File: config.mk
export PLATFORM = sky130hd
export DESIGN_NAME = scanline_dimmer
export DESIGN_NICKNAME = d
export VERILOG_FILES = /design/src/hw/video_pkg.sv /design/src/hw/scanline_dimmer.sv
export VERILOG_INCLUDE_DIRS = /design/src /design/src/hw
export SDC_FILE = /design/constraint.sdc
export NUM_CORES = 1
export LEC_CHECK = 0
export BUFFER_PORTS_ARGS = -buffer_cell sky130_fd_sc_hd__buf_2
export CORE_UTILIZATION = 50
export DETAILED_ROUTE_END_ITERATION = 12
export HOLD_SLACK_MARGIN = 0.15
export PLACE_DENSITY = 0.73
export SKIP_LAST_GASP = 1
export SLEW_MARGIN = 15
export SYNTH_ARGS = -nofsm -noshare
export SYNTH_HDL_FRONTEND = slang
export SYNTH_SLANG_ARGS = --single-unit
File: constraint.sdc
create_clock -name clk_sys -period 2.01 [get_ports clk_sys]
set_input_delay 0.201 -clock clk_sys [delete_from_list [all_inputs] [get_ports clk_sys]]
set_output_delay 0.201 -clock clk_sys [all_outputs]
set_load 0.01 [all_outputs]
File: src/hw/video_config.svh
/*
 * Video output configuration
 * Line buffer depth, colour widths and OSD window geometry
 */
`ifndef VIDEO_CONFIG_SVH
`define VIDEO_CONFIG_SVH

// Longest active line the doubler buffer can hold
`define VIDEO_LINE_LEN 768

// Colour component widths at the core side and at the VGA side
`define VIDEO_IN_W  8
`define VIDEO_OUT_W 6

// OSD window, in output active pixels and active lines
`define OSD_X0 (8)
`define OSD_Y0 (4)
`define OSD_W  (64)
`define OSD_H  (16)

`endif

File: src/hw/video_pkg.sv
/*
 * Video output types
 * Scanline dimming modes and OSD serial command codes
 */
package video_pkg;

	// How much odd output lines are darkened
	typedef enum logic [1:0] {
		none   = 2'd0,
		dim_25 = 2'd1,
		dim_50 = 2'd2,
		dim_75 = 2'd3
	} scanline_mode_e;

	// First byte of a serial command frame
	// Codes not listed here are ignored by the receiver
	typedef enum logic [7:0] {
		cmd_disable = 8'h40,
		cmd_enable  = 8'h41,
		cmd_write   = 8'h20
	} osd_cmd_e;

endpackage

File: src/hw/scanline_dimmer.sv
/*
 * Scanline dimmer
 * Darkens alternate output lines, cuts colour to VGA depth and forms DE
 */
`timescale 1ns/1ps
`include "video_config.svh"

module scanline_dimmer (
	input  logic                      clk_sys,
	input  logic                      arst_n,
	input  logic                      pix_ce,
	input  logic [`VIDEO_IN_W-1:0]    pix_r,
	input  logic [`VIDEO_IN_W-1:0]    pix_g,
	input  logic [`VIDEO_IN_W-1:0]    pix_b,
	input  logic                      pix_hs,
	input  logic                      pix_vs,
	input  logic                      pix_hb,
	input  logic                      pix_vb,
	input  video_pkg::scanline_mode_e scan_mode,
	output logic                      dim_ce,
	output logic [`VIDEO_OUT_W-1:0]   dim_r,
	output logic [`VIDEO_OUT_W-1:0]   dim_g,
	output logic [`VIDEO_OUT_W-1:0]   dim_b,
	output logic                      dim_hs,
	output logic                      dim_vs,
	output logic                      dim_de
);
	logic                   hs_prev, vs_prev, hb_prev;
	logic                   odd_line, de_now;
	logic [`VIDEO_IN_W-1:0] sc_r, sc_g, sc_b;

	// Dim levels are built from truncated shifted copies
	function automatic logic [`VIDEO_IN_W-1:0] scale(
		input logic [`VIDEO_IN_W-1:0] c,
		input video_pkg::scanline_mode_e mode,
		input logic odd
	);
		logic [`VIDEO_IN_W-1:0] half, quarter;
		half    = c >> 1;
		quarter = c >> 2;
		if (!odd)
			return c;
		case (mode)
			video_pkg::dim_25: return half + quarter;
			video_pkg::dim_50: return half;
			video_pkg::dim_75: return quarter;
			default:           return c;
		endcase
	endfunction

	assign sc_r = scale(pix_r, scan_mode, odd_line);
	assign sc_g = scale(pix_g, scan_mode, odd_line);
	assign sc_b = scale(pix_b, scan_mode, odd_line);

	// DE opens on the first active pixel and closes as hblank rises
	always_comb begin
		de_now = dim_de;
		if (hb_prev && !pix_hb)
			de_now = !pix_vb;
		else if (!hb_prev && pix_hb)
			de_now = 1'b0;
	end

	always_ff @(posedge clk_sys or negedge arst_n) begin
		if (!arst_n) begin
			dim_ce   <= 1'b0;
			dim_hs   <= 1'b0;
			dim_vs   <= 1'b0;
			dim_de   <= 1'b0;
			hs_prev  <= 1'b0;
			vs_prev  <= 1'b0;
			hb_prev  <= 1'b1;
			odd_line <= 1'b0;
		end else begin
			dim_ce <= pix_ce;
			if (pix_ce) begin
				hs_prev <= pix_hs;
				vs_prev <= pix_vs;
				hb_prev <= pix_hb;
				if (vs_prev && !pix_vs)
					odd_line <= 1'b0;
				else if (hs_prev && !pix_hs)
					odd_line <= ~odd_line;
				dim_hs <= pix_hs;
				dim_vs <= pix_vs;
				dim_de <= de_now;
			end
		end
	end

	always_ff @(posedge clk_sys) begin
		if (pix_ce) begin
			dim_r <= de_now ? sc_r[`VIDEO_IN_W-1 -: `VIDEO_OUT_W] : '0;
			dim_g <= de_now ? sc_g[`VIDEO_IN_W-1 -: `VIDEO_OUT_W] : '0;
			dim_b <= de_now ? sc_b[`VIDEO_IN_W-1 -: `VIDEO_OUT_W] : '0;
		end
	end

endmodule

==> summary.txt <==
Cells and area
  • Most frequent cells in the layout: buf_2 (51), nand2_1 (31), o21ai_0 (29)
  • ANT cells: 0
  • # fillers: ~370
  • Reg area: a little under 700 um2
  • Most common cell after layout, fill and taps aside: buf_2
  • Share of layout cells above drive strength 1: 30.6%
  • Nets: roughly 330
  • Area occupied by multi-input gates: 1300 um2
  • Layout Area Growth over Synthesis: 19.4%
  • Finished Layout Cells: approximately 330

STA
  • Fin. max-slew vios: 0
  • Unrepaired setup endpoints after global routing: false
  • Worst slew margin: 63.5%
  • # setup viols final: 0
  • Worst hold slack: approximately 180 ps
  • Worst-margin pin slew: 548 ps
  • Tcrit/Tclk final: 93.4%
  • Max frequency: between 500 and 600 MHz
  • Setup TNS: 0 ps
  • Final min period: roughly 1900 ps
  • Fin. Hold Viols: 0
  • Final Worst Setup Slack: 133 ps
  • Setup Skew: slightly below 5 ps

Global route
  • Global-route wire length before repair: roughly 8.3 mm
  • Largest net degree at the start of global routing: 27
  • Number of global-route vias before repair: between 1500 and 2000
  • GRT Util Overall: 24.2%
  • Total grt overflow: 0
  • Initial antenna violation count: 0

Placed design
  • I/O Buffers: 51
  • Placed instance count: around 330
  • Placer Congestion: around 0.83
  • Dpl hpwl: 3.59 mm
  • Post-Place Setup Slack: 89.9 ps

Critical path
  • Worst setup EP type: flop
  • Reg2Reg Depth: 4
  • Setup crit start kind: flop
  • Data required time of the critical path: 2030 ps
  • Critical-path maximum fanout: 9
  • Arr. time, crit path: between 1500 and 2000 ps
  • WS Path Type: reg2reg

Synthesis
  • Synth area leader: edfxtp_1
  • Yosys top cell area share: around 26%
  • Mapped Area: about 2100 um2
  • Yosys cell types: 43
  • Avg Cell Area, Syn: approximately 9.2 um2
  • Post-Synthesis Cells: approximately 230
  • Syn Nets: around 280
  • Synth async-reset ratio: approximately 25%
  • Yosys reg bits: 24
  • Post-synth top flop: edfxtp_1
  • Post-synthesis sequential area ratio: 33.2%
  • Yosys warnings: 0
  • EDFF count, synth: 18
  • Synth area leaders: edfxtp_1 (26%), ha_1 (11%), o21ai_0 (7.0%)

Route
  • Drt via density: 5.80
  • DR iter-0 viols: approximately 110
  • DR pass1 iterations: 8
  • Total length of routed wires: about 4.7 mm
  • Total number of vias: just under 2000
  • DRT antenna net count: 0
  • Post-route DRC: 0
  • Wire per inst: about 14 um

Clock network
  • Clock H-tree levels: 1
  • Clock Latency Late Sink: roughly 270 ps
  • Worst-path clk slew: ~90 ps
  • CTS tree: built
  • Buffers inserted by post-CTS timing repair: 0
  • Root Driver: clkbuf_8
  • CTS sink cnt: 24
  • TritonCTS buffer count: 3
  • Longest Clk Path Bufs: 2

Pwr
  • Leak pwr: approximately 1.1 nW
  • Worst VDD drop: roughly 0.3 mV
  • Power Density: approximately 630 nW/um2
  • Power Total: 1.57 mW

Floorplanning
  • Top Ports: between 50 and 60
  • Core area: around 4000 um2
  • Die Y: between 60 and 70 um
  • Die area: around 4400 um2
  • Chip Width: between 60 and 70 um
  • Starting density of the core: around 52%
  • Rows: 23

Run status
  • Status: finished clean

Hold path
  • Hold Crit Depth: 2
  • Hold crit path type: in2reg

Flow run
  • Max cap viols: 0
[synthesized netlist by cell type (2+ instances only)]
| cell type | number |
|---|---|
| nand2_1 | 31 |
| o21ai_0 | 29 |
| edfxtp_1 | 18 |
| ha_1 | 18 |
| a31oi_1 | 13 |
| a21oi_1 | 11 |
| inv_1 | 9 |
| buf_2 | 6 |
| dfrtp_1 | 5 |
| nand3_1 | 5 |
| or3_1 | 5 |
| xnor2_1 | 5 |
| a21o_1 | 4 |
| nand2b_1 | 4 |
| nand3b_1 | 4 |
| nor2_1 | 4 |
| a21boi_0 | 3 |
| a21boi_2 | 3 |
| a31o_1 | 3 |
| clkbuf_1 | 3 |
| mux2_2 | 3 |
| mux2i_1 | 3 |
| nor2b_1 | 3 |
| nor3b_1 | 3 |
| o21ba_2 | 3 |
| o32ai_1 | 3 |
| a2111oi_2 | 2 |
| a211oi_1 | 2 |
| a32o_1 | 2 |
| and3_1 | 2 |
| and4_4 | 2 |
| nand4_2 | 2 |
| nor2_4 | 2 |
| nor3_1 | 2 |
| o21ai_2 | 2 |
[sequential cells by signal (all words and copies together) (netlist names)]
| register | flops |
|---|---|
| vs_prev | 1 |
| hs_prev | 1 |
| dim_g | 6 |
| hb_prev | 1 |
| dim_r | 6 |
| dim_ce | 1 |
| odd_line | 1 |
| dim_de | 1 |
| dim_b | 6 |
[what timing repair did]
action,4_1_cts,5_1_grt
hold buffers,1,0
hold endpoints to repair,6,0
resized for setup,0,0
[where the power goes]
part | switching (mW) | internal (mW)
clock | 0.161 | 0.216
combinational | 0.319 | 0.237
sequential | 0.0292 | 0.606
[per-layer routing]
metal	global-route usage, %	vias up	routed length [um]
met1	34.1	884	2090
met4	6.38	0	52
li1	-	966	-
met2	39.3	65	2330
met5	0	-	0
met3	2.05	6	271
[per-stage QoR]
step,instance area [um2],util (%)
2_1_floorplan,2080,-
3_3_place_gp,2410,60.3
3_5_place_dp,2410,60.3
4_1_cts,2490,62.2
5_1_grt,2490,62.2
6_report,2490,62.2
[cells by family after synthesis]
logic type      after synthesis  share of synthesized area, %
buf+inv                      20                          4.32
simple gates                 70                          18.4
xor+xnor                      6                          2.52
flops                        24                          33.2
compound gates               83                          27.7
fa+ha+maj                    18                          10.8
mux                           6                          3.06
[worst max-delay path, cell delays in order, from the launching register on]
cell and delay [ps]:
dfstp_2 560, nand2b_1 170, a31o_1 430, a211oi_1 80
or3_1 390
[area by class of cell]
cell class	count	share of cell area, %
clock buffer	4	2.66
inverter	9	1.36
multi-input combinational	183	52.3
sequential	24	27.8
tap	50	2.51
timing repair buffer	61	13.4
[worst paths after layout]
| check | endpoint | slack, ps | startpoint |
|---|---|---|---|
| setup / recovery | dim_g[3] | 130 | hb_prev |
| hold / removal | hs_prev | 180 | pix_hs |
| setup reg to reg | dim_g[3] | 130 | hb_prev |
| hold reg to reg | hs_prev | 530 | hs_prev |
| max in group asynchronous | hb_prev | 1520 | arst_n |
| min in group asynchronous | hs_prev | 280 | arst_n |
(Power assumes the default switching activity.)
