`config.mk`:
```
export PLATFORM = sky130hd
export DESIGN_NAME = osd_overlay
export DESIGN_NICKNAME = d
export VERILOG_FILES = /design/src/hw/video_pkg.sv /design/src/hw/osd_overlay.sv
export VERILOG_INCLUDE_DIRS = /design/src /design/src/hw
export SDC_FILE = /design/constraint.sdc
export NUM_CORES = 2
export LEC_CHECK = 0
export ABC_CLOCK_PERIOD_IN_PS = 13000
export BUFFER_PORTS_ARGS = -buffer_cell sky130_fd_sc_hd__buf_2
export CELL_PAD_IN_SITES_DETAIL_PLACEMENT = 1
export CELL_PAD_IN_SITES_GLOBAL_PLACEMENT = 2
export CORE_AREA = 2 2 359 361
export CTS_BUF_LIST = sky130_fd_sc_hd__clkbuf_4 sky130_fd_sc_hd__clkbuf_8
export DETAILED_ROUTE_END_ITERATION = 8
export DIE_AREA = 0 0 361 363
export HOLD_SLACK_MARGIN = 0.08
export PLACE_DENSITY = 0.72
export SYNTH_ARGS = -nofsm -noshare
export SYNTH_HDL_FRONTEND = slang
export SYNTH_SLANG_ARGS = --single-unit
```
`constraint.sdc`:
```
create_clock -name clk_sys -period 13 [get_ports clk_sys]
set_input_delay 1.95 -clock clk_sys [delete_from_list [all_inputs] [get_ports clk_sys]]
set_output_delay 1.95 -clock clk_sys [all_outputs]
set_load 0.05 [all_outputs]
```
`src/hw/video_config.svh`:
```
/*
 * Video output configuration
 * Line buffer depth, colour widths and OSD window geometry
 */
`ifndef VIDEO_CONFIG_SVH
`define VIDEO_CONFIG_SVH

// Longest active line the doubler buffer can hold
`define VIDEO_LINE_LEN 768

// Colour component widths at the core side and at the VGA side
`define VIDEO_IN_W  8
`define VIDEO_OUT_W 6

// OSD window, in output active pixels and active lines
`define OSD_X0 (8)
`define OSD_Y0 (4)
`define OSD_W  (64)
`define OSD_H  (16)

`endif

```
`src/hw/video_pkg.sv`:
```
/*
 * Video output types
 * Scanline dimming modes and OSD serial command codes
 */
package video_pkg;

	// How much odd output lines are darkened
	typedef enum logic [1:0] {
		none   = 2'd0,
		dim_25 = 2'd1,
		dim_50 = 2'd2,
		dim_75 = 2'd3
	} scanline_mode_e;

	// First byte of a serial command frame
	// Codes not listed here are ignored by the receiver
	typedef enum logic [7:0] {
		cmd_disable = 8'h40,
		cmd_enable  = 8'h41,
		cmd_write   = 8'h20
	} osd_cmd_e;

endpackage

```
`src/hw/osd_overlay.sv`:
```
/*
 * OSD overlay
 * Serial command receiver and a 64x16 one-bit bitmap drawn over the picture
 */
`timescale 1ns/1ps
`include "video_config.svh"

module osd_overlay (
	input  logic                    clk_sys,
	input  logic                    arst_n,
	input  logic                    spi_sck,
	input  logic                    spi_ss_n,
	input  logic                    spi_di,
	input  logic                    dim_ce,
	input  logic [`VIDEO_OUT_W-1:0] dim_r,
	input  logic [`VIDEO_OUT_W-1:0] dim_g,
	input  logic [`VIDEO_OUT_W-1:0] dim_b,
	input  logic                    dim_hs,
	input  logic                    dim_vs,
	input  logic                    dim_de,
	output logic [`VIDEO_OUT_W-1:0] vga_r,
	output logic [`VIDEO_OUT_W-1:0] vga_g,
	output logic [`VIDEO_OUT_W-1:0] vga_b,
	output logic                    vga_hs,
	output logic                    vga_vs,
	output logic                    vga_de,
	output logic                    ce_pix_out
);
	localparam int BYTES = `OSD_W * `OSD_H / 8;
	localparam int BW    = $clog2(BYTES);
	localparam int PW    = 11;

	logic [7:0]    bitmap [BYTES];

	logic [2:0]    sck_sync;
	logic [1:0]    ss_sync, di_sync;
	logic          sck_rise, byte_done, bm_we;
	logic [2:0]    bit_cnt;
	logic [7:0]    shift, byte_in;
	logic          first_byte, wr_mode, osd_en;
	logic [BW:0]   wr_addr;

	logic          de_prev, vs_prev;
	logic [PW-1:0] px_cnt, ln_cnt, wx, wy;
	logic          in_win, bm_bit;
	logic [BW-1:0] bm_addr;

	// Two-stage synchronizers keep data aligned with the clock edge detect
	always_ff @(posedge clk_sys or negedge arst_n) begin
		if (!arst_n) begin
			sck_sync <= '0;
			ss_sync  <= 2'b11;
			di_sync  <= '0;
		end else begin
			sck_sync <= {sck_sync[1:0], spi_sck};
			ss_sync  <= {ss_sync[0], spi_ss_n};
			di_sync  <= {di_sync[0], spi_di};
		end
	end

	assign sck_rise  = sck_sync[1] && !sck_sync[2] && !ss_sync[1];
	assign byte_in   = {shift[6:0], di_sync[1]};
	assign byte_done = sck_rise && bit_cnt == 3'd7;
	assign bm_we     = byte_done && !first_byte && wr_mode;

	always_ff @(posedge clk_sys) begin
		if (sck_rise)
			shift <= byte_in;
	end

	always_ff @(posedge clk_sys or negedge arst_n) begin
		if (!arst_n) begin
			bit_cnt    <= '0;
			first_byte <= 1'b1;
			wr_mode    <= 1'b0;
			wr_addr    <= '0;
			osd_en     <= 1'b0;
		end else if (ss_sync[1]) begin
			bit_cnt    <= '0;
			first_byte <= 1'b1;
			wr_mode    <= 1'b0;
		end else if (sck_rise) begin
			bit_cnt <= bit_cnt + 1'b1;
			if (byte_done) begin
				first_byte <= 1'b0;
				if (first_byte) begin
					case (byte_in)
						video_pkg::cmd_enable:  osd_en <= 1'b1;
						video_pkg::cmd_disable: osd_en <= 1'b0;
						video_pkg::cmd_write: begin
							wr_mode <= 1'b1;
							wr_addr <= '0;
						end
						default: ;
					endcase
				end else if (wr_mode) begin
					wr_addr <= wr_addr + 1'b1;
				end
			end
		end
	end

	always_ff @(posedge clk_sys or negedge arst_n) begin
		if (!arst_n) begin
			for (int i = 0; i < BYTES; i++)
				bitmap[i] <= '0;
		end else if (bm_we) begin
			bitmap[wr_addr[BW-1:0]] <= byte_in;
		end
	end

	// Position in output active pixels and active lines
	always_ff @(posedge clk_sys or negedge arst_n) begin
		if (!arst_n) begin
			de_prev <= 1'b0;
			vs_prev <= 1'b0;
			px_cnt  <= '0;
			ln_cnt  <= '0;
		end else if (dim_ce) begin
			de_prev <= dim_de;
			vs_prev <= dim_vs;
			if (de_prev && !dim_de) begin
				px_cnt <= '0;
				ln_cnt <= ln_cnt + 1'b1;
			end else if (dim_de) begin
				px_cnt <= px_cnt + 1'b1;
			end
			if (vs_prev && !dim_vs)
				ln_cnt <= '0;
		end
	end

	assign wx      = px_cnt - PW'(`OSD_X0);
	assign wy      = ln_cnt - PW'(`OSD_Y0);
	assign in_win  = osd_en && dim_de &&
		px_cnt >= `OSD_X0 && px_cnt < `OSD_X0 + `OSD_W &&
		ln_cnt >= `OSD_Y0 && ln_cnt < `OSD_Y0 + `OSD_H;
	// Eight bytes per row with bit 7 as the leftmost pixel
	assign bm_addr = BW'(wy * (`OSD_W / 8) + wx[PW-1:3]);
	assign bm_bit  = bitmap[bm_addr][3'd7 - wx[2:0]];

	function automatic logic [`VIDEO_OUT_W-1:0] mix(
		input logic [`VIDEO_OUT_W-1:0] c,
		input logic win,
		input logic px_on
	);
		if (!win)
			return c;
		return px_on ? {`VIDEO_OUT_W{1'b1}} : c >> 1;
	endfunction

	always_ff @(posedge clk_sys or negedge arst_n) begin
		if (!arst_n) begin
			ce_pix_out <= 1'b0;
			vga_hs     <= 1'b0;
			vga_vs     <= 1'b0;
			vga_de     <= 1'b0;
		end else begin
			ce_pix_out <= dim_ce;
			if (dim_ce) begin
				vga_hs <= dim_hs;
				vga_vs <= dim_vs;
				vga_de <= dim_de;
			end
		end
	end

	always_ff @(posedge clk_sys) begin
		if (dim_ce) begin
			vga_r <= mix(dim_r, in_win, bm_bit);
			vga_g <= mix(dim_g, in_win, bm_bit);
			vga_b <= mix(dim_b, in_win, bm_bit);
		end
	end

	// A write command carries at most one full bitmap
	a_bm_addr: assert property (@(posedge clk_sys) disable iff (!arst_n)
		bm_we |-> wr_addr < BYTES)
		else $error("osd_overlay: bitmap write past the last byte");

endmodule

```
==> impl_metrics.ini <==
[clocking]
cts_htree_levels = 4
cts_max_path_buffers = 3
clock_latency_ps = 920
post_cts_buffers = 0
cts.clk_slew.worst_paths_ps = 60
cts_tree = done
hold_buffers = 0
cts_sinks = 1095
clockRootBuffer = clkbuf_8
cts_made_buffers = 190
cts.repair.resized = 0

[timing]
skew_ps = 47.83
max_freq_mhz = 127.9
min_period_over_period = 0.6014
fin_ws_ps = 5182
finalSetupTns_ps = 0
rsz0062_at_grt = false
layout_min_cycle_time_ps = 7818
relSlewSlack = 0.004548
setup_viol = 0
worst_slew_pin_slew_ps = 1488
drv_slew = 0
whs_ps = 357.7
hold_viol = 0

[global_routing]
grt_pass1_vias = 33010
grtUsageMet2 = 0.3776
grt-ovfl-total = 0
grt_start_max_net_pins = 177
antenna_found_initial = 2
track_usage = 0.2363
grt_pass1_wl_um = 230100
use_met1 = 0.3287
grt_use_met3 = 0.04148
gr-max-usage-layer = met2

[layout]
drive_gt1_frac = 0.4681
regArea_um2 = 27540
multi_input_area_um2 = 21690
fin_area_um2 = 56410
postLayoutCoreUtil = 0.4441
area_growth_pct = 11.90
fillCellCount = 12640
stdcell_count = 5353
nets = 3583

[route]
firstDrtPassIters = 5
num_vias = 30770
via_per_inst = 5.748
wl_per_cell_um = 28.45
antenna_left = 0
drc = 0
routed_wl_um = 152300
drt_iter0_drc = 2078

[power_and_ir_drop]
power_mw = 9.713
p_leak_nw = 26.91
powerDensity_nw_per_um2 = 172.2
irDropWorstVdd_v = 0.0001986

[synth]
yosys.area.top_type = dfrtp_1
syn-num-nets = 3523
synth-compound-area-share = 0.02782
yosysMostFrequentCell = dfrtp_1
syn_avg_cell_area_um2 = 14.49
synth-simple-area-share = 0.05023
synth-edff-count = 25
synth.yosys.seq_area_share = 0.5461
synthAdderAreaFrac = 0.004120
synth_cell_type_count = 75
synth_top_family_by_area = multiplexers
synthCells = 3480
synth_mux_area_frac = 0.3416
syn-cell-area_um2 = 50410
synth-xor-area-share = 0.005088
synth_top_area_frac = 0.5296
synthTopCellsByCount = 1067 x dfrtp_1, 1028 x mux2_2, 254 x nand2_1
ys.flop_type = dfrtp_1
synth.area.top_cells = dfrtp_1 53%, mux2_2 23%, mux4_2 10%
ys_ff_latch = 1095
async_flop_share = 0.9772
yosys_warnings = 0

[outcome]
violations = capacitance limit
status = finished, violations left

[floorplanning]
initial_core_util = 0.3969
die_h_um = 363
rows = 131
dieWidth_um = 361
ioPinCount = 49
coreArea_um2 = 127000
dieArea_um2 = 131000

[placed_design]
dpl_cell_area_um2 = 52240
gp_congestion = 0.8532
hpwlAfterDp_um = 96060
dp.cells = 5010
io_buffers = 48
dp_slack_ps = 5292

[critical_path]
r2r-start = px_cnt[3]$_DFFE_PN0P_
rrSetupSlack_ps = 5180
start_kind = flop
worstSetupPathType = reg2reg
r2r-end = vga_b[0]$_DFFE_PP_
path_max_fanout = 25
crit_path_end_kind = flop
cp.arrival_ps = 8440
reg2reg_depth = 17
worstPathRequired_ps = 13620
startpoint = px_cnt[3]$_DFFE_PN0P_
endpoint = vga_b[0]$_DFFE_PP_

[min_path]
min_path_type = reg2reg

[job]
drv_cap = 1
## area by class of cell
| type | count | area share |
|---|---|---|
| tap | 1662 | 0.03686 |
| inverter | 30 | 0.001996 |
| sequential | 1095 | 0.4882 |
| clock inverter | 27 | 0.004347 |
| timing repair buffer | 112 | 0.01464 |
| multi-input combinational | 2111 | 0.3845 |
| antenna | 4 | 0.0001774 |
| clock buffer | 312 | 0.06936 |
## report_power, final
| part | internal, mW | switching [mW] | total [mW] |
|---|---|---|---|
| Clock | 1.92 | 1.49 | 3.41 |
| Combinational | 0.823 | 2.00 | 2.82 |
| Sequential | 3.44 | 0.0420 | 3.48 |
| Total | 6.18 | 3.53 | 9.71 |
## worst min path at each step
stage / cells after the start / endpoint / startpoint
floorplan: 0 / di_sync[1]$_DFF_PN0_ / di_sync[0]$_DFF_PN0_
global placement: 0 / di_sync[1]$_DFF_PN0_ / di_sync[0]$_DFF_PN0_
detailed placement: 0 / sck_sync[1]$_DFF_PN0_ / sck_sync[0]$_DFF_PN0_
CTS: 0 / sck_sync[1]$_DFF_PN0_ / sck_sync[0]$_DFF_PN0_
global route: 0 / ss_sync[1]$_DFF_PN1_ / ss_sync[0]$_DFF_PN1_
finish: 0 / di_sync[1]$_DFF_PN0_ / di_sync[0]$_DFF_PN0_
## critical path, stage by stage (launching register included)
cell and delay [ps]:
dfrtp_4 670, clkinv_1 100, buf_4 390, ha_4 270, nand2b_1 140, nor2_1 180, xor2_1 220, inv_1 90
fa_2 1060, and2_1 1110, nand2_1 710, o22ai_1 340, a211o_1 150, nor4_1 60, or4_1 500, a2111oi_0 410
a32o_1 850, a21oi_1 170
## registers in the layout (all words and copies together) (netlist names)
register,flops
vga_r,6
vga_g,6
di_sync,2
vga_hs,1
vga_de,1
wr_mode,1
ce_pix_out,1
shift,7
vga_vs,1
px_cnt,11
ss_sync,2
osd_en,1
bit_cnt,3
vga_b,6
wr_addr,7
sck_sync,3
bitmap,1024
ln_cnt,11
first_byte,1
## routing by layer
layer	wire length, um	share of wire
met1	68800	0.45
met2	71820	0.47
met3	7408	0.049
met4	4267	0.028
met5	0	0
## logic make-up (layout without fill, tap and decap cells)
logic type | Yosys count | in the layout
compound gates | 194 | 194
xor+xnor | 23 | 23
fa+ha+maj | 16 | 16
buf+inv | 274 | 481
flops | 1095 | 1095
mux | 1312 | 1312
other cells | 0 | 4
simple gates | 566 | 566
## placed cells by master, fill, tap and decap left out, types with 16 or more instances in the layout
cell,Yosys,layout
dfrtp_1,1067,1065
mux2_2,1028,1028
nand2_1,254,254
clkbuf_8,0,251
mux4_2,224,224
nor2_1,130,129
clkbuf_4,0,61
mux2i_1,60,60
nand3_1,58,58
buf_4,25,57
buf_2,31,47
o22ai_1,31,31
o21ai_0,30,30
inv_1,29,29
edfxtp_1,25,25
a21oi_1,17,17
nand4_1,17,17
nor3_1,17,16
(Power assumes the default switching activity.)
